File: src/verilog/mt_defs.svh
`ifndef MT_DEFS_SVH
`define MT_DEFS_SVH

// data path
`define MT_DATA_W      32
`define MT_MASK_W      4

// word address carried by a network packet
`define MT_NET_ADDR_W  14

// tile coordinates
`define MT_X_W         4
`define MT_Y_W         4

// scratchpad geometry, 2 banks of 256 words give a 9 bit word index
`define MT_BANK_WORDS  256
`define MT_NUM_BANKS   2
`define MT_LOCAL_W     9

// network endpoint sizing
`define MT_FIFO_ELS    4
`define MT_MAX_CREDITS 8

`endif

File: src/verilog/mt_pkg.sv
`default_nettype none

`include "mt_defs.svh"

package mt_pkg;

   // opcodes understood by the endpoint
   typedef enum logic [1:0]
   {
      OP_STORE    = 2'd0,
      OP_FREEZE   = 2'd1,
      OP_UNFREEZE = 2'd2
   } mt_op_e;

   // one network packet
   // addr is a word address, the byte offset is already stripped
   typedef struct packed
   {
      mt_op_e                    op;
      logic [`MT_NET_ADDR_W-1:0] addr;
      logic [`MT_DATA_W-1:0]     data;
      logic [`MT_MASK_W-1:0]     mask;
      logic [`MT_X_W-1:0]        dest_x;
      logic [`MT_Y_W-1:0]        dest_y;
      logic [`MT_X_W-1:0]        src_x;
      logic [`MT_Y_W-1:0]        src_y;
   } mt_packet_s;

   // flat width for the top level packet ports
   localparam int MT_PACKET_W = $bits(mt_packet_s);

endpackage

`default_nettype wire

File: src/verilog/mem_port_if.sv
`timescale 1ns/1ps
`default_nettype none

`include "mt_defs.svh"

// one request port into the banked scratchpad
interface mem_port_if;

   // request side, held while v is high
   logic                   v;
   logic                   w;
   logic [`MT_LOCAL_W-1:0] addr;
   logic [`MT_DATA_W-1:0]  wdata;
   logic [`MT_MASK_W-1:0]  mask;

   // accept strobe and read return, rv one cycle after yumi
   logic                   yumi;
   logic                   rv;
   logic [`MT_DATA_W-1:0]  rdata;

   modport requester (output v, w, addr, wdata, mask,
                      input  yumi, rv, rdata);

   modport server    (input  v, w, addr, wdata, mask,
                      output yumi, rv, rdata);

endinterface

`default_nettype wire

File: src/verilog/net_endpoint.sv
`timescale 1ns/1ps
`default_nettype none

`include "mt_defs.svh"

module net_endpoint
   (
   input  wire                              clk_i,
   input  wire                              arst_n_i,
   input  wire [`MT_X_W-1:0]                my_x_i,
   input  wire [`MT_Y_W-1:0]                my_y_i,
   input  wire                              net_in_v_i,
   input  wire [mt_pkg::MT_PACKET_W-1:0]    net_in_pkt_i,
   output logic                             net_in_ready_o,
   output logic                             net_out_v_o,
   output logic [mt_pkg::MT_PACKET_W-1:0]   net_out_pkt_o,
   input  wire                              net_out_ready_i,
   input  wire                              credit_return_i,
   input  wire                              out_v_i,
   input  wire mt_pkg::mt_packet_s          out_pkt_i,
   output logic                             out_ready_o,
   mem_port_if.requester                    net_port,
   output logic                             freeze_o,
   output logic                             outstanding_o
   );

   import mt_pkg::*;

   localparam int PTR_W  = $clog2(`MT_FIFO_ELS);
   localparam int CNT_W  = $clog2(`MT_FIFO_ELS + 1);
   localparam int CRED_W = $clog2(`MT_MAX_CREDITS + 1);

   mt_packet_s          fifo_mem [`MT_FIFO_ELS];
   logic [PTR_W-1:0]    wr_ptr_r;
   logic [PTR_W-1:0]    rd_ptr_r;
   logic [CNT_W-1:0]    count_r;
   mt_packet_s          head;
   logic                head_v;
   logic                head_ctrl;
   logic                push;
   logic                pop;
   logic                freeze_r;
   logic [CRED_W-1:0]   credits_r;
   logic                send;
   mt_packet_s          stamped;

   // receive fifo
   assign net_in_ready_o = (count_r != CNT_W'(`MT_FIFO_ELS));
   assign push           = net_in_v_i & net_in_ready_o;
   assign head           = fifo_mem[rd_ptr_r];
   assign head_v         = (count_r != '0);
   assign head_ctrl      = head_v & (head.op != OP_STORE);

   // control packets leave the head in one cycle, stores wait for the bank
   assign pop = head_ctrl | (net_port.v & net_port.yumi);

   always_ff @(posedge clk_i)
   begin
      if (push)
      begin
         fifo_mem[wr_ptr_r] <= mt_packet_s'(net_in_pkt_i);
      end
   end

   // depth is a power of two so the pointers wrap by themselves
   always_ff @(posedge clk_i or negedge arst_n_i)
   begin
      if (!arst_n_i)
      begin
         wr_ptr_r <= '0;
         rd_ptr_r <= '0;
         count_r  <= '0;
         freeze_r <= 1'b1;
      end
      else
      begin
         if (push)
         begin
            wr_ptr_r <= wr_ptr_r + 1'b1;
         end
         if (pop)
         begin
            rd_ptr_r <= rd_ptr_r + 1'b1;
         end
         if (push & ~pop)
         begin
            count_r <= count_r + 1'b1;
         end
         else if (pop & ~push)
         begin
            count_r <= count_r - 1'b1;
         end
         if (head_ctrl)
         begin
            freeze_r <= (head.op == OP_FREEZE);
         end
      end
   end

   assign freeze_o = freeze_r;

   // head store goes straight to the network bank port
   assign net_port.v     = head_v & (head.op == OP_STORE);
   assign net_port.w     = 1'b1;
   assign net_port.addr  = head.addr[`MT_LOCAL_W-1:0];
   assign net_port.wdata = head.data;
   assign net_port.mask  = head.mask;

   // outgoing path, gated by the credit count
   assign out_ready_o = net_out_ready_i & (credits_r != '0);
   assign net_out_v_o = out_v_i & (credits_r != '0);
   assign send        = out_v_i & out_ready_o;

   always_comb
   begin
      stamped       = out_pkt_i;
      stamped.src_x = my_x_i;
      stamped.src_y = my_y_i;
   end

   assign net_out_pkt_o = stamped;

   always_ff @(posedge clk_i or negedge arst_n_i)
   begin
      if (!arst_n_i)
      begin
         credits_r <= CRED_W'(`MT_MAX_CREDITS);
      end
      else if (send & ~credit_return_i)
      begin
         credits_r <= credits_r - 1'b1;
      end
      else if (credit_return_i & ~send)
      begin
         credits_r <= credits_r + 1'b1;
      end
   end

   assign outstanding_o = (credits_r < CRED_W'(`MT_MAX_CREDITS));

endmodule

`default_nettype wire

File: src/flat_wrapper.sv
// flat-port wrapper written by rule: the top's interface ports become plain ports
module net_endpoint_flat import mt_pkg::*;
  (clk_i, arst_n_i, my_x_i, my_y_i, net_in_v_i, net_in_pkt_i, net_in_ready_o, net_out_v_o, net_out_pkt_o, net_out_ready_i, credit_return_i, out_v_i, out_pkt_i, out_ready_o, freeze_o, outstanding_o, net_port_v, net_port_w, net_port_addr, net_port_wdata, net_port_mask, net_port_yumi, net_port_rv, net_port_rdata);
  mem_port_if net_port_i ();
  input  wire clk_i;
  input  wire arst_n_i;
  input  wire [`MT_X_W-1:0] my_x_i;
  input  wire [`MT_Y_W-1:0] my_y_i;
  input  wire net_in_v_i;
  input  wire [mt_pkg::MT_PACKET_W-1:0] net_in_pkt_i;
  output logic net_in_ready_o;
  output logic net_out_v_o;
  output logic [mt_pkg::MT_PACKET_W-1:0] net_out_pkt_o;
  input  wire net_out_ready_i;
  input  wire credit_return_i;
  input  wire out_v_i;
  input  wire mt_pkg::mt_packet_s out_pkt_i;
  output logic out_ready_o;
  output logic freeze_o;
  output logic outstanding_o;
  output wire logic [$bits(net_port_i.v)-1:0] net_port_v;
  output wire logic [$bits(net_port_i.w)-1:0] net_port_w;
  output wire logic [$bits(net_port_i.addr)-1:0] net_port_addr;
  output wire logic [$bits(net_port_i.wdata)-1:0] net_port_wdata;
  output wire logic [$bits(net_port_i.mask)-1:0] net_port_mask;
  input wire logic [$bits(net_port_i.yumi)-1:0] net_port_yumi;
  input wire logic [$bits(net_port_i.rv)-1:0] net_port_rv;
  input wire logic [$bits(net_port_i.rdata)-1:0] net_port_rdata;
  assign net_port_v = net_port_i.v;
  assign net_port_w = net_port_i.w;
  assign net_port_addr = net_port_i.addr;
  assign net_port_wdata = net_port_i.wdata;
  assign net_port_mask = net_port_i.mask;
  assign net_port_i.yumi = net_port_yumi;
  assign net_port_i.rv = net_port_rv;
  assign net_port_i.rdata = net_port_rdata;
  net_endpoint u_core (.clk_i(clk_i), .arst_n_i(arst_n_i), .my_x_i(my_x_i), .my_y_i(my_y_i), .net_in_v_i(net_in_v_i), .net_in_pkt_i(net_in_pkt_i), .net_in_ready_o(net_in_ready_o), .net_out_v_o(net_out_v_o), .net_out_pkt_o(net_out_pkt_o), .net_out_ready_i(net_out_ready_i), .credit_return_i(credit_return_i), .out_v_i(out_v_i), .out_pkt_i(out_pkt_i), .out_ready_o(out_ready_o), .net_port(net_port_i), .freeze_o(freeze_o), .outstanding_o(outstanding_o));
endmodule
File: config.mk
export PLATFORM = sky130hd
export DESIGN_NAME = net_endpoint_flat
export DESIGN_NICKNAME = d
export VERILOG_FILES = /design/src/verilog/mt_pkg.sv /design/src/verilog/mem_port_if.sv /design/src/verilog/net_endpoint.sv /design/src/flat_wrapper.sv
export VERILOG_INCLUDE_DIRS = /design/src /design/src/verilog
export SDC_FILE = /design/constraint.sdc
export NUM_CORES = 1
export LEC_CHECK = 0
export BUFFER_PORTS_ARGS = -buffer_cell sky130_fd_sc_hd__buf_4
export CAP_MARGIN = 15
export CORE_AREA = 4 4 127 129
export CTS_BUF_LIST = sky130_fd_sc_hd__clkbuf_2
export CTS_CLUSTER_SIZE = 8
export DETAILED_ROUTE_END_ITERATION = 6
export DIE_AREA = 0 0 131 133
export PLACE_DENSITY_LB_ADDON = 0.2
export SKIP_LAST_GASP = 1
export SLEW_MARGIN = 20
export SYNTH_ARGS = -nofsm -noshare
export SYNTH_HDL_FRONTEND = slang
export SYNTH_SLANG_ARGS = --single-unit
File: constraint.sdc
create_clock -name clk_i -period 4.85 [get_ports clk_i]
set_input_delay 0.2425 -clock clk_i [delete_from_list [all_inputs] [get_ports clk_i]]
set_output_delay 0.2425 -clock clk_i [all_outputs]
set_load 0.02 [all_outputs]
==> results.md <==
* Required @ worst endpoint at roughly 4.6 ns
* Most frequent cells in the layout: 188 x edfxtp_1, 109 x buf_4, 53 x dlygate4sd3_1
* R2r setup slk at ~2.2 ns
* Layout Skew at ~0.019 ns
* Final min period at 2.928 ns
* Post-synthesis simple-gate area fraction at 0.01558
* Setup_tns at 0 ns
* Max Cap Violations at 0
* Crit path launch type: flop
* Syn_nets at 590
* Via density at approximately 5.4
* P_leak at 3.307 nW
* Crit-path max FO at 29
* Final setup viols at 0
* Cell Area, Synth at 0.008110 mm²
* Via count at 3785
* Highest routed layer: met4
* TritonCTS clock tree: done
* H-Tree Depth at 4
* CTS buffer count at 17
* Rel. slew slack at 0.3688
* Crit path largest cell delay at approximately 0.85 ns
* Synthesis-stage register bit count at 200
* IO Port Bufs at between 100 and 150
* Max-slew violations at 0
* Post-synth EDFFs at 188
* Ys async rst share at 0.06000
* Pwr dens at 571.1 mW/mm²
* Synth-to-layout area growth at 15.80%
* Post-Synth Adder-Cell Area at 0.01481
* Worst path cell trace: buf_4 > mux4_2 > buf_4
* Grt total ovfl at 0
* Placed cell areas at 0.008568 mm²
* Critical Path Most Common Cell: buf_4
* HP Start: net_out_ready_i
* Final count of hold timing violations at 0
* DRC Markers at 0
* Largest family of logic cells by synthesized area: multiplexers
* Netlist cell types at 34
* Reg2Reg Depth at 10
* Critical path type: reg2out
* Reg2Reg Launch Point: u_core.rd_ptr_r[1]
* Post-synthesis mux area share at 0.1373
* Vias in the first global route at around 4100
* Final Cell Area at 0.009392 mm²
* Synth top area cells: edfxtp_1 70%, mux4_2 13%, buf_4 6.5%, dfrtp_1 3.1%, ha_1 1.2%
* DRT Pass-1 Iters at 7
* Post-cts resize count at 0
* Clock Latency Late Sink at 0.71 ns
* Die width at 131 µm
* WL met1 at 5910 µm
* Slowest cell on crit path: dfrtp_2
* Largest net degree at the start of global routing at 51
* Maximum clock rate at around 340 MHz
* Syn avg cell area at 20.43 µm²
* DIE AREA at 0.01742 mm²
* Clock sinks at 200
* Total power at roughly 5.4 mW
* DR WL met2 at 8199 µm
* First-pass GRT wire length at 23720 µm
* Worst Setup End Kind: output port
* Commonest non-fill, non-tap cell in the layout: edfxtp_1
* Routed Wire Length at 15750 µm
* CTS root buf: clkbuf_2
* CTS Hold Buffers Added at 53
* Layout Nets at 688
* RSZ-0062 raised after global routing: no
* VDD IR max at 385.2 µV
* Synth Area in XOR/XNOR at 0.01080
* Hold depth at 4
* Status: completed
* Met3 wire len at 1240 µm
* Top cell type's share of synthesized area at 0.6961
* Num ports at 304
* Final worst path period share at 0.6038
* Cell taking the most area after synthesis: edfxtp_1
* Worst reg2reg path endpoint: u_core.count_r[2]
* Initial core utilization at 0.5395
* Clock Path Buffers at 2
* Setup Buffers After CTS at 0
* Core Region at 0.01503 mm²
* Min-Delay Path Class: in2reg
* Hold Path End: u_core.credits_r[1]
* Clk pin slew, worst setup/hold paths at 0.26 ns
* Gpl congestion at 0.6748
* Gr usage total at 0.1878
* Core Util, Final at 0.6247
* Row count at between 40 and 50
* Worst Setup SP: u_core.rd_ptr_r[1]
* CP arrival at 2.69 ns
* Hpwl dp at between 10000 and 15000 µm
* Top_reg_cell synth: edfxtp_1
* Register area share after synthesis at 0.7334
* Cell count after synthesis at between 300 and 400
* Initial antenna violation count at 1
* Die Height at between 100 and 150 µm
* Worst-Margin Slew at 0.9468 ns
* Fraction of layout cells with a size suffix above 1 at 0.3957
* WL/cell at 22.57 µm
* Ys Warns at 0
* DRT antenna net count at 0
* Compound-cell area share of the yosys netlist at 0.009719
* Initial DRC count at between 150 and 200
worst max path at each step:
stage          slack (ns)  cells past startpoint                  end
3_5_place_dp         2.20                     10    u_core.count_r[2]
4_1_cts              1.63                      3     net_port_addr[1]
6_report             1.92                      3   net_port_wdata[30]
5_1_grt              1.73                      3   net_port_wdata[30]
2_1_floorplan        2.46                     12  u_core.credits_r[2]
3_3_place_gp         2.28                     10    u_core.count_r[2]
report_power, final:
part | switching [mW] | internal (mW) | total (mW)
sequential | 0.158 | 2.30 | 2.46
clock | 0.537 | 0.344 | 0.881
combinational | 1.09 | 0.932 | 2.02
per-layer routing:
layer,vias up,track usage
met1,1901,0.2184
met2,154,0.3160
li1,1692,-
met3,38,0.06944
met4,0,0.07029
met5,-,0
cell type report:
class	count	area, µm²
Antenna cell	2	5.005
Clock inverter	15	198.9
Sequential cell	200	5953
Tap cell	188	235.2
Inverter	5	18.77
Clock buffer	17	85.08
Multi-Input combinational cell	108	1535
Timing Repair Buffer	163	1360
Fill cell	1047	5642
per-stage QoR:
stage          instances  hold WS, ns  setup WS [ns]
2_1_floorplan        397     -0.05309          2.462
3_3_place_gp         611      0.09110          2.280
3_5_place_dp         611      0.09260          2.201
4_1_cts              696      0.01597          1.628
5_1_grt              698     0.007944          1.727
6_report             698       0.1166          1.922
cell usage after synthesis (5+ instances only):
cell / number
dfrtp_1: 10
ha_1: 8
inv_1: 5
buf_2: 9
a21oi_1: 5
xor2_1: 6
buf_4: 70
edfxtp_1: 188
mux4_2: 47
nor2_1: 5
critical path: cells and delay by family, from the launching register on:
kind	cells	cell delay, ns
multiplexers	1	0.40
buffers and inverters	2	0.71
flip-flops	1	0.85
sequential cells by signal (all words and copies together), names as in the netlist:
register	count
u_core.wr_ptr_r	2
u_core.credits_r	4
u_core.count_r	3
u_core.freeze_o	1
u_core.fifo_mem	188
u_core.rd_ptr_r	2
kinds of logic (layout without fill, tap and decap cells):
| logic type | Yosys count | in the layout |
|---|---|---|
| AOI/OAI and AO/OA | 13 | 13 |
| xor gates and xnor gates | 10 | 10 |
| adders and majority gates | 9 | 9 |
| buffers and inverters | 89 | 200 |
| DFF | 200 | 200 |
| muxes | 52 | 52 |
| other | 1 | 3 |
| and+or+nand+nor | 23 | 23 |
Power figures use the tool's default switching activity.
