<file path="src/verilog/mt_defs.svh">
`ifndef MT_DEFS_SVH
`define MT_DEFS_SVH

// data path
`define MT_DATA_W      32
`define MT_MASK_W      4

// word address carried by a network packet
`define MT_NET_ADDR_W  14

// tile coordinates
`define MT_X_W         4
`define MT_Y_W         4

// scratchpad geometry, 2 banks of 256 words give a 9 bit word index
`define MT_BANK_WORDS  256
`define MT_NUM_BANKS   2
`define MT_LOCAL_W     9

// network endpoint sizing
`define MT_FIFO_ELS    4
`define MT_MAX_CREDITS 8

`endif

</file>
<file path="src/verilog/mt_pkg.sv">
`default_nettype none

`include "mt_defs.svh"

package mt_pkg;

   // opcodes understood by the endpoint
   typedef enum logic [1:0]
   {
      OP_STORE    = 2'd0,
      OP_FREEZE   = 2'd1,
      OP_UNFREEZE = 2'd2
   } mt_op_e;

   // one network packet
   // addr is a word address, the byte offset is already stripped
   typedef struct packed
   {
      mt_op_e                    op;
      logic [`MT_NET_ADDR_W-1:0] addr;
      logic [`MT_DATA_W-1:0]     data;
      logic [`MT_MASK_W-1:0]     mask;
      logic [`MT_X_W-1:0]        dest_x;
      logic [`MT_Y_W-1:0]        dest_y;
      logic [`MT_X_W-1:0]        src_x;
      logic [`MT_Y_W-1:0]        src_y;
   } mt_packet_s;

   // flat width for the top level packet ports
   localparam int MT_PACKET_W = $bits(mt_packet_s);

endpackage

`default_nettype wire

</file>
<file path="src/verilog/mem_port_if.sv">
`timescale 1ns/1ps
`default_nettype none

`include "mt_defs.svh"

// one request port into the banked scratchpad
interface mem_port_if;

   // request side, held while v is high
   logic                   v;
   logic                   w;
   logic [`MT_LOCAL_W-1:0] addr;
   logic [`MT_DATA_W-1:0]  wdata;
   logic [`MT_MASK_W-1:0]  mask;

   // accept strobe and read return, rv one cycle after yumi
   logic                   yumi;
   logic                   rv;
   logic [`MT_DATA_W-1:0]  rdata;

   modport requester (output v, w, addr, wdata, mask,
                      input  yumi, rv, rdata);

   modport server    (input  v, w, addr, wdata, mask,
                      output yumi, rv, rdata);

endinterface

`default_nettype wire

</file>
<file path="src/verilog/dport_router.sv">
`timescale 1ns/1ps
`default_nettype none

`include "mt_defs.svh"

module dport_router
   (
   input  wire                        clk_i,
   input  wire                        arst_n_i,
   input  wire                        dmem_v_i,
   input  wire                        dmem_w_i,
   input  wire [31:0]                 dmem_addr_i,
   input  wire [`MT_DATA_W-1:0]       dmem_wdata_i,
   input  wire [`MT_MASK_W-1:0]       dmem_mask_i,
   input  wire                        dmem_reserve_i,
   output logic                       dmem_yumi_o,
   output logic                       dmem_rv_o,
   output logic [`MT_DATA_W-1:0]      dmem_rdata_o,
   output logic                       reservation_o,
   output logic                       out_v_o,
   output mt_pkg::mt_packet_s         out_pkt_o,
   input  wire                        out_ready_i,
   mem_port_if.requester              dmem_port,
   input  wire                        net_store_v_i,
   input  wire                        net_store_yumi_i,
   input  wire [`MT_LOCAL_W-1:0]      net_store_addr_i
   );

   import mt_pkg::*;

   logic                   is_remote;
   logic [`MT_LOCAL_W-1:0] local_idx;
   logic                   reserve_set;
   logic                   reserve_clr;
   logic                   res_r;
   logic [`MT_LOCAL_W-1:0] res_idx_r;

   // bit 31 of the byte address marks a remote access
   assign is_remote = dmem_addr_i[31];
   assign local_idx = dmem_addr_i[2 +: `MT_LOCAL_W];

   // remote loads are not served, only remote stores leave the tile
   assign out_v_o          = dmem_v_i & is_remote & dmem_w_i;
   assign out_pkt_o.op     = OP_STORE;
   assign out_pkt_o.addr   = dmem_addr_i[2 +: `MT_NET_ADDR_W];
   assign out_pkt_o.data   = dmem_wdata_i;
   assign out_pkt_o.mask   = dmem_mask_i;
   assign out_pkt_o.dest_y = dmem_addr_i[29:26];
   assign out_pkt_o.dest_x = dmem_addr_i[25:22];
   // filled in by the endpoint
   assign out_pkt_o.src_x  = '0;
   assign out_pkt_o.src_y  = '0;

   // local side
   assign dmem_port.v     = dmem_v_i & ~is_remote;
   assign dmem_port.w     = dmem_w_i;
   assign dmem_port.addr  = local_idx;
   assign dmem_port.wdata = dmem_wdata_i;
   assign dmem_port.mask  = dmem_mask_i;

   assign dmem_yumi_o  = is_remote ? (out_v_o & out_ready_i) : dmem_port.yumi;
   assign dmem_rv_o    = dmem_port.rv;
   assign dmem_rdata_o = dmem_port.rdata;

   // load reserved, cleared by a network store to the same word
   assign reserve_set = dmem_port.v & dmem_port.yumi & ~dmem_w_i & dmem_reserve_i;
   assign reserve_clr = net_store_v_i & net_store_yumi_i & (net_store_addr_i == res_idx_r);

   always_ff @(posedge clk_i or negedge arst_n_i)
   begin
      if (!arst_n_i)
      begin
         res_r <= 1'b0;
      end
      else if (reserve_set)
      begin
         res_r <= 1'b1;
      end
      else if (reserve_clr)
      begin
         res_r <= 1'b0;
      end
   end

   always_ff @(posedge clk_i)
   begin
      if (reserve_set)
      begin
         res_idx_r <= local_idx;
      end
   end

   assign reservation_o = res_r;

endmodule

`default_nettype wire

</file>
<file path="src/flat_wrapper.sv">
// flat-port wrapper written by rule: the top's interface ports become plain ports
module dport_router_flat import mt_pkg::*;
  (clk_i, arst_n_i, dmem_v_i, dmem_w_i, dmem_addr_i, dmem_wdata_i, dmem_mask_i, dmem_reserve_i, dmem_yumi_o, dmem_rv_o, dmem_rdata_o, reservation_o, out_v_o, out_pkt_o, out_ready_i, net_store_v_i, net_store_yumi_i, net_store_addr_i, dmem_port_v, dmem_port_w, dmem_port_addr, dmem_port_wdata, dmem_port_mask, dmem_port_yumi, dmem_port_rv, dmem_port_rdata);
  mem_port_if dmem_port_i ();
  input  wire clk_i;
  input  wire arst_n_i;
  input  wire dmem_v_i;
  input  wire dmem_w_i;
  input  wire [31:0] dmem_addr_i;
  input  wire [`MT_DATA_W-1:0] dmem_wdata_i;
  input  wire [`MT_MASK_W-1:0] dmem_mask_i;
  input  wire dmem_reserve_i;
  output logic dmem_yumi_o;
  output logic dmem_rv_o;
  output logic [`MT_DATA_W-1:0] dmem_rdata_o;
  output logic reservation_o;
  output logic out_v_o;
  output mt_pkg::mt_packet_s out_pkt_o;
  input  wire out_ready_i;
  input  wire net_store_v_i;
  input  wire net_store_yumi_i;
  input  wire [`MT_LOCAL_W-1:0] net_store_addr_i;
  output wire logic [$bits(dmem_port_i.v)-1:0] dmem_port_v;
  output wire logic [$bits(dmem_port_i.w)-1:0] dmem_port_w;
  output wire logic [$bits(dmem_port_i.addr)-1:0] dmem_port_addr;
  output wire logic [$bits(dmem_port_i.wdata)-1:0] dmem_port_wdata;
  output wire logic [$bits(dmem_port_i.mask)-1:0] dmem_port_mask;
  input wire logic [$bits(dmem_port_i.yumi)-1:0] dmem_port_yumi;
  input wire logic [$bits(dmem_port_i.rv)-1:0] dmem_port_rv;
  input wire logic [$bits(dmem_port_i.rdata)-1:0] dmem_port_rdata;
  assign dmem_port_v = dmem_port_i.v;
  assign dmem_port_w = dmem_port_i.w;
  assign dmem_port_addr = dmem_port_i.addr;
  assign dmem_port_wdata = dmem_port_i.wdata;
  assign dmem_port_mask = dmem_port_i.mask;
  assign dmem_port_i.yumi = dmem_port_yumi;
  assign dmem_port_i.rv = dmem_port_rv;
  assign dmem_port_i.rdata = dmem_port_rdata;
  dport_router u_core (.clk_i(clk_i), .arst_n_i(arst_n_i), .dmem_v_i(dmem_v_i), .dmem_w_i(dmem_w_i), .dmem_addr_i(dmem_addr_i), .dmem_wdata_i(dmem_wdata_i), .dmem_mask_i(dmem_mask_i), .dmem_reserve_i(dmem_reserve_i), .dmem_yumi_o(dmem_yumi_o), .dmem_rv_o(dmem_rv_o), .dmem_rdata_o(dmem_rdata_o), .reservation_o(reservation_o), .out_v_o(out_v_o), .out_pkt_o(out_pkt_o), .out_ready_i(out_ready_i), .dmem_port(dmem_port_i), .net_store_v_i(net_store_v_i), .net_store_yumi_i(net_store_yumi_i), .net_store_addr_i(net_store_addr_i));
endmodule
</file>
<file path="config.mk">
export PLATFORM = sky130hd
export DESIGN_NAME = dport_router_flat
export DESIGN_NICKNAME = d
export VERILOG_FILES = /design/src/verilog/mt_pkg.sv /design/src/verilog/mem_port_if.sv /design/src/verilog/dport_router.sv /design/src/flat_wrapper.sv
export VERILOG_INCLUDE_DIRS = /design/src /design/src/verilog
export SDC_FILE = /design/constraint.sdc
export NUM_CORES = 1
export LEC_CHECK = 0
export ABC_CLOCK_PERIOD_IN_PS = 1100
export BUFFER_PORTS_ARGS = -buffer_cell sky130_fd_sc_hd__buf_2
export CAP_MARGIN = 20
export CORE_AREA = 2 2 103 105
export CTS_CLUSTER_DIAMETER = 120
export DETAILED_ROUTE_END_ITERATION = 12
export DIE_AREA = 0 0 105 107
export HOLD_SLACK_MARGIN = 0.06
export PLACE_DENSITY = 0.49
export SYNTH_ARGS = -nofsm -noshare
export SYNTH_HDL_FRONTEND = slang
export SYNTH_SLANG_ARGS = --single-unit
</file>
<file path="constraint.sdc">
create_clock -name clk_i -period 1.1 [get_ports clk_i]
set_clock_uncertainty 0.15 [all_clocks]
set_input_delay 0.275 -clock clk_i [delete_from_list [all_inputs] [get_ports clk_i]]
set_output_delay 0.275 -clock clk_i [all_outputs]
set_load 0.05 [all_outputs]
</file>
==> results_dict.tcl, run 1 <==
set metrics [dict create \
    crit_required_ns 0.67 \
    drt_wl_total_mm 2.27 \
    port_buffers 50 \
    antenna_found_initial 0 \
    rsz0062_at_grt "yes" \
    ant_nets 0 \
    drt_iter0_drc 6 \
    final-seq-area_um2 295 \
    synth.area.top_cells "buf_4 (71%), edfxtp_1 (17%), xnor2_1 (5.1%)" \
    period_needed_ns 1.33 \
    area_growth_pct -30.4 \
    hold_violations 0 \
    root_buffer "clkbuf_8" \
    antenna-diode-count 0 \
    cts_sinks 10 \
    use_met3 0.0237 \
    cts_made_buffers 3 \
    syn_area_per_cell_um2 8.79 \
    syn-cell-area_um2 1560 \
    violations "negative setup slack" \
    io-pin-count 270 \
    synth.top_cell.area_share 0.710 \
    grt_max_degree 11 \
    cts_tree "built" \
    multi_input_comb_area_um2 209 \
    dpl.hpwl_mm 1.96 \
    drc_errors 0 \
    grt_pass1_vias 608 \
    p_leak_uw 0.000444 \
    fillerInstances 1205 \
    fp.coreArea_um2 10100 \
    rows 37 \
    use_met2 0.0557 \
    hold_class "in2reg" \
    top_usage_layer "met2" \
    ys_seq_elements 10 \
    grtUsageMet1 0.0213 \
    finalSetupViolCount 5 \
    critPathCaptureType "output pin" \
    die_x_um 105 \
    powerDensity_nw_per_um2 1250 \
    slew_violations 0 \
    grt_pass1_wl_mm 3.11 \
    syn_inst 177 \
    drive_gt1_frac 0.639 \
    vias 632 \
    yosysTopAreaCell "buf_4" \
    cp_data_arrival_time_ns 0.91 \
    globalplace.congestion 0.624 \
    via_per_inst 2.71 \
    post-route-period-util 1.21 \
    layout_setup_ws_ns -0.230 \
    peakVddDrop_mv 0.598 \
    die_area_um2 11200 \
    grt_overflow 0 \
    max_freq_mhz 752 \
    first_pass_iters 2 \
    path_clk_slew_ns 0.05 \
    critical_path_class "in2out" \
    hold_slack_ns 0.0916 \
    cap_violations 0 \
    clockBufferDepth 2 \
    ys_types 14 \
    wl_per_cell_um 9.75 \
    start_kind "input port" \
    path_max_fanout 2 \
    htree_num_levels 1 \
    synth.yosys.seq_area_share 0.190 \
    clk_latency_ns 0.23 \
    ys_warn_count 0 \
    start_util 0.154 \
    grtUsageTotal 0.0348 \
    outcome "complete, but fails checks" \
    design_power_total_uw 1350 \
    finalNetCount 217 \
    fp.dieH_um 107 \
]
==> logic make-up (layout without fill, tap and decap cells) <==
family                    after synthesis  in the layout  share of synthesized area
buffers and inverters                 148             59                      0.712
DFF                                    10             10                      0.190
xor gates and xnor gates                9              9                     0.0507
and+or+nand+nor                         7              7                     0.0314
AOI/OAI and AO/OA                       2              2                     0.0137
other                                   1             10                    0.00241
==> layer usage <==
layer	up-vias	part of all wire
met5	-	0
met2	106	0.46
met4	0	0.12
met1	258	0.21
li1	232	-
met3	36	0.21
==> where the power goes <==
part           total [uW]  internal [uW]  leakage [uW]  switching (uW)
clock                 452            314     0.0000288             138
sequential            438            429     0.0000916            8.39
combinational         463            144      0.000324             319
==> per-stage QoR <==
step           instances  area (um2)  utilization  setup TNS (ns)  setup WS, ns
4_1_cts              232        1070        0.106          -0.738        -0.226
6_report             233        1080        0.107          -0.653        -0.230
3_3_place_gp         226         933       0.0925           -3.38        -0.286
5_1_grt              233        1080        0.107          -0.865        -0.264
2_1_floorplan        186        1610            -           -3.50        -0.350
3_5_place_dp         226         933       0.0925           -3.56        -0.309
==> registers in the layout, indices dropped and copies added, names as in the netlist <==
name                  cells
u_core.res_idx_r          9
u_core.reservation_o      1
==> Yosys cell counts, drive strengths merged <==
| master | number |
|---|---|
| nand4 | 2 |
| and4b | 1 |
| a22o | 1 |
| buf | 147 |
| nand3 | 1 |
| dfrtp | 1 |
| o31ai | 1 |
| xnor2 | 9 |
| nor2b | 1 |
| nand2b | 1 |
| inv | 1 |
| edfxtp | 9 |
| and3 | 1 |
| conb | 1 |
==> path summary, 6_finish.rpt <==
| kind | slack [ns] | depth (start not counted) | to | startpoint |
|---|---|---|---|---|
| max | -0.23 | 4 | dmem_yumi_o | dmem_v_i |
| min | 0.09 | 1 | u_core.res_idx_r[8] | dmem_addr_i[10] |
| max reg2reg | -0.14 | 4 | u_core.reservation_o | u_core.res_idx_r[0] |
| min reg2reg | 0.48 | 3 | u_core.reservation_o | u_core.reservation_o |
| max in group asynchronous | 0.50 | 2 | u_core.reservation_o | arst_n_i |
| min in group asynchronous | 0.21 | 2 | u_core.reservation_o | arst_n_i |
==> cell usage in the layout (no fill, tap or decap) <==
master and count:
nand4_1 2, o31ai_2 1, buf_4 1, inv_1 1, and3_4 1, nor2b_4 1, edfxtp_1 9, a22o_4 1
conb_1 10, buf_2 43, nand2b_1 1, buf_8 4, buf_6 5, dfrtp_1 1, and4b_4 1, xnor2_1 9
nand3_1 1, dlygate4sd3_1 1, clkbuf_8 4
==> layout make-up <==
type / instances / area share
clock buffer: 4 / 0.0509
inverter: 1 / 0.00347
multi-input combinational: 28 / 0.193
sequential: 10 / 0.273
tap: 136 / 0.157
timing repair buffer: 54 / 0.323
==> timing repair <==
item	in CTS	in global routing
hold buffers	1	0
hold endpoints to repair	1	0
pin swaps	5	4
setup buffers	1	1
endpoints found under the setup margin	14	14
resized for setup	17	2
==> critical path: stages <==
cell and delay (ns):
buf_6 0.09, and3_4 0.17, a22o_4 0.22, buf_8 0.15
Note: power is estimated with default switching activity, not from simulation.
==> inputs of run 2 (changes only) <==
ABC_CLOCK_PERIOD_IN_PS = 1350   (was 1100)
CORE_AREA = 2 2 104 106   (was 2 2 103 105)
DIE_AREA = 0 0 106 108   (was 0 0 105 107)
PLACE_DENSITY = 0.46   (was 0.49)
clock period = 1.35 ns   (was 1.1 ns; I/O delays follow)
==> run 2 against run 1 <==
- the flow still finishes with violations (negative setup slack)
- final cell count shrank 0.43%
- clock power shrank 12%
- register-to-register slack gained 0.19 ns
- non-clock buffer count shrank 1
- count of clock-buffer cells in the layout is the same
- critical path depth is the same
- critical path type unchanged
- largest power group is now clock
==> results_dict.tcl, run 2 (synthesized netlist as in run 1, its figures left out) <==
set metrics [dict create \
    outcome "complete, but fails checks" \
    violations "negative setup slack" \
    reg2reg_slack_ns 0.05 \
    grtUsageTotal 0.0401 \
    die_area_um2 11400 \
    cts_tree "built" \
    cp_slowest_cell "a22o_4" \
    crit_required_ns 0.86 \
    rows 37 \
    vias 594 \
    cts_made_buffers 3 \
    r2r_end "u_core.reservation_o" \
    wl_per_cell_um 9.99 \
    regMostFlops "u_core.res_idx_r" \
    dp_slack_ns -0.203 \
    antenna_found_initial 0 \
    peakVddDrop_mv 0.308 \
    drt_wl_total_mm 2.32 \
    p_leak_uw 0.000441 \
    fp.coreArea_um2 10200 \
    hold_slack_ns 0.143 \
    grt_pass1_vias 612 \
    area_growth_pct -31.8 \
    finalNetCount 216 \
    path_buf_inv 2 \
    ant_nets 0 \
    critical_path_class "in2out" \
    globalplace.congestion 0.629 \
    place_area_um2 950 \
    hold_path_end "u_core.res_idx_r[0]" \
    final_area_um2 1060 \
    drive_gt1_frac 0.646 \
    critPathCaptureType "output pin" \
    fin_util 0.104 \
    final_common_cell "buf_2" \
    mostFrequentLayoutCells "buf_2 (45), conb_1 (10), edfxtp_1 (9), xnor2_1 (8)" \
    largest_reg_flops 9 \
    min_path_cells 1 \
    path_max_fanout 2 \
    htree_num_levels 1 \
    via_per_inst 2.56 \
    rsz0062_at_grt "yes" \
    period_needed_ns 1.45 \
    crit_path_cell_trace "buf_6 > and3_4 > a22o_4 > buf_8" \
    layout_setup_ws_ns -0.0980 \
    final.setup.tns_ns -0.100 \
    hold_violations 0 \
    cts_sinks 10 \
    post-route-period-util 1.07 \
    grt_max_degree 11 \
    drt_iter0_drc 13 \
    antenna-diode-count 0 \
    dpl.hpwl_mm 1.89 \
    cp_data_arrival_time_ns 0.96 \
    grt_pass1_wl_mm 3.19 \
    hold_path.startpoint "dmem_addr_i[2]" \
    clk_latency_ns 0.24 \
    die_x_um 106 \
    io-pin-count 270 \
    drc_errors 0 \
    r2r_cells 4 \
    grt_overflow 0 \
    crit_family "buffers and inverters" \
    path_clk_slew_ns 0.05 \
    slew_violations 0 \
    fp.dieH_um 108 \
    root_buffer "clkbuf_8" \
    cap_violations 0 \
    start_kind "input port" \
    max_freq_mhz 691 \
    start_util 0.152 \
    hold_class "in2reg" \
    port_buffers 50 \
    max_stage_delay_ns 0.21 \
    cts_setup_buffers 0 \
    first_pass_iters 2 \
    finalSetupViolCount 2 \
    reg2reg_from "u_core.res_idx_r[1]" \
    powerDensity_nw_per_um2 1050 \
    clockBufferDepth 2 \
]
## run 2: report_power, final
part	internal [uW]	switching (uW)	leakage (uW)	total, uW
Clock	258	139	0.0000288	397
Combinational	103	258	0.000321	362
Sequential	349	7.91	0.0000916	357
## run 2: area by class of cell
class / instances / area (um2)
Fill cell: 1182 / 9170
Sequential cell: 10 / 295
Inverter: 1 / 3.75
Multi-Input combinational cell: 28 / 214
Clock buffer: 4 / 55.1
Tap cell: 136 / 170
Timing Repair Buffer: 53 / 323
## run 2: per-layer routing
metal  part of all wire  vias to the layer above  track usage
met1               0.31                      238       0.0360
met5                  0                        -            0
met2               0.40                       77       0.0461
li1                   -                      233            -
met4               0.12                        0       0.0677
met3               0.16                       46       0.0265
## run 2: how the worst max path moves through the flow
stage               depth (start not counted)                  end             from
CTS                                         4          dmem_yumi_o  dmem_addr_i[31]
detailed placement                          4          dmem_yumi_o         dmem_w_i
finish                                      4          dmem_yumi_o         dmem_v_i
global route                                4          dmem_yumi_o         dmem_v_i
global placement                            4          dmem_yumi_o         dmem_w_i
floorplan                                   2  u_core.res_idx_r[0]         dmem_v_i
## run 2: metrics by stage
stage / cells / power [uW]
final: 232 / 1120
after CTS: 232 / 1150
after detailed placement: 227 / 705
after global placement: 227 / 703
after floorplan: 186 / 1610
after global routing: 232 / 1180
## run 2: timing repair
action / 4_1_cts / 5_1_grt
hold endpoints to repair: 1 / 0
hold buffers: 1 / 0
setup endpoints to repair: 5 / 4
gates resized for setup: 10 / 1
pin swaps: 7 / 7
==> inputs of run 3 (changes only) <==
CELL_PAD_IN_SITES_DETAIL_PLACEMENT = 1   (was unset)
CELL_PAD_IN_SITES_GLOBAL_PLACEMENT = 2   (was unset)
CORE_AREA = unset   (was 2 2 104 106)
CORE_UTILIZATION = 11   (was unset)
DIE_AREA = unset   (was 0 0 106 108)
PLACE_DENSITY = 0.76   (was 0.46)
==> run 3 against run 2 <==
- the flow still finishes with violations (negative setup slack)
- clock power up 45%
- critical path depth unchanged
- global-route usage shrank 0.59 points
- first-iteration DRC count is 38% higher
- setup slack worse by 0.0069 ns
- via count is 0.17% lower
- count of clock-buffer cells in the layout unchanged
- fmax shrank 0.47%
- final cell count up 19%
==> results_dict.tcl, run 3 (synthesized netlist as in run 1, its figures left out) <==
set metrics [dict create \
    violations "negative setup slack" \
    grt_overflow 0 \
    via_per_inst 2.14 \
    root_buffer "clkbuf_16" \
    max_freq_mhz 687 \
    dp_cells 271 \
    clk_latency_ns 0.23 \
    drc_errors 0 \
    powerDensity_nw_per_um2 1120 \
    post-route-period-util 1.08 \
    drt_iter0_drc 18 \
    max_stage_delay_ns 0.22 \
    drt_wl_total_mm 2.69 \
    final_common_cell "buf_2" \
    dpl.hpwl_mm 2.31 \
    p_clk_frac 0.444 \
    grtUsageTotal 0.0341 \
    globalplace.congestion 0.644 \
    start_kind "input port" \
    area_growth_pct -25.8 \
    mostFrequentLayoutCells "buf_2 (45), conb_1 (10), edfxtp_1 (9), xnor2_1 (8)" \
    antenna-diode-count 0 \
    p_int_uw 897 \
    cp_data_arrival_time_ns 0.97 \
    crit_family "buffers and inverters" \
    crit_required_ns 0.86 \
    hold_violations 0 \
    start_util 0.112 \
    first_pass_iters 3 \
    htree_num_levels 1 \
    cap_violations 0 \
    slew_violations 0 \
    largest_reg_flops 9 \
    instances_no_fill 277 \
    fin_util 0.0834 \
    reg2reg_slack_ns 0.09 \
    clockBufferDepth 2 \
    cp_slowest_cell "a22o_4" \
    grt_max_degree 11 \
    p_comb_frac 0.281 \
    critical_path_class "in2out" \
    drive_gt1_frac 0.649 \
    finalSetupViolCount 2 \
    io-pin-count 270 \
    period_needed_ns 1.45 \
    port_buffers 50 \
    antenna_found_initial 0 \
    path_max_fanout 2 \
    p_leak_uw 0.000460 \
    regMostFlops "u_core.res_idx_r" \
    grt_pass1_wl_mm 3.60 \
    wl_per_cell_um 9.69 \
    cts_made_buffers 3 \
    vias 593 \
    critPathCaptureType "output pin" \
    grt_pass1_vias 655 \
    rows 43 \
    die_area_um2 14600 \
    cts_tree "built" \
    finalNetCount 217 \
    crit_path_cell_trace "buf_6 > and3_4 > a22o_4 > buf_8" \
    rsz0062_at_grt "yes" \
    hold_class "in2reg" \
    path_clk_slew_ns 0.04 \
    fp.dieH_um 121 \
    fp.coreArea_um2 13800 \
    peakVddDrop_mv 0.323 \
    swShare 0.308 \
    cts_sinks 10 \
    switchingPower_uw 398 \
    p_seq_frac 0.276 \
    outcome "complete, but fails checks" \
    path_buf_inv 2 \
    die_x_um 121 \
    ant_nets 0 \
    layout_setup_ws_ns -0.105 \
]
## run 3: changes by cell type in the layout (fill, tap and decap cells not counted)
| cell | change |
|---|---|
| buf_4 | +2 |
| buf_6 | -1 |
| clkbuf_16 | +3 |
| clkbuf_8 | -3 |
## run 3: per-stage QoR
step | setup TNS [ns] | setup slack (ns) | instance area (um2) | hold WS (ns) | power [uW]
finish | -0.116 | -0.105 | 1150 | 0.154 | 1300
CTS | -0.113 | -0.103 | 1140 | 0.151 | 1310
global placement | -1.65 | -0.197 | 1000 | -0.0359 | 702
detailed placement | -2.03 | -0.205 | 1000 | -0.0339 | 707
floorplan | -1.60 | -0.163 | 1610 | -0.108 | 1610
global route | -0.146 | -0.113 | 1150 | 0.157 | 1350
## run 3: timing repair
item,4_1_cts,5_1_grt
resized for setup,9,1
setup endpoints to repair,4,3
endpoints found under the hold margin,1,0
hold buffers,1,0
setup buffers,0,1
cloned,0,0
pin swaps,1,2
## run 3: cell type report
cell class / instances / area, um2
repair buffers: 54 / 327
well taps: 180 / 225
inverters: 1 / 3.75
fillers: 1621 / 12700
flip-flops and latches: 10 / 295
clock buffers: 4 / 88.8
multi-input cells: 28 / 214
## run 3: per-layer routing
| layer | track usage | vias up | part of all wire |
|---|---|---|---|
| met5 | 0 | - | 0 |
| met4 | 0.0556 | 0 | 0.15 |
| met3 | 0.0197 | 52 | 0.15 |
| met2 | 0.0454 | 59 | 0.42 |
| met1 | 0.0286 | 247 | 0.27 |
| li1 | - | 235 | - |
## run 3: final timing paths
kind                       depth (start not counted)              endpoint                  from
hold reg to reg                                    2  u_core.reservation_o  u_core.reservation_o
setup reg to reg                                   4  u_core.reservation_o   u_core.res_idx_r[4]
hold / removal                                     1   u_core.res_idx_r[0]        dmem_addr_i[2]
setup / recovery                                   4           dmem_yumi_o              dmem_v_i
min in group asynchronous                          2  u_core.reservation_o              arst_n_i
max in group asynchronous                          2  u_core.reservation_o              arst_n_i
## run 3: power by group through the flow
stage,logic (uW),registers (uW),clock network [uW]
2_1_floorplan,1230,381,0
3_3_place_gp,340,361,0
3_5_place_dp,345,362,0
4_1_cts,364,357,591
5_1_grt,383,358,610
6_report,363,357,575
## run 3: worst reg2reg max path, stage by stage (launching register included)
cell	delay [ns]
edfxtp_1	0.39
xnor2_1	0.18
nand4_1	0.13
o31ai_2	0.23
nand2b_1	0.08
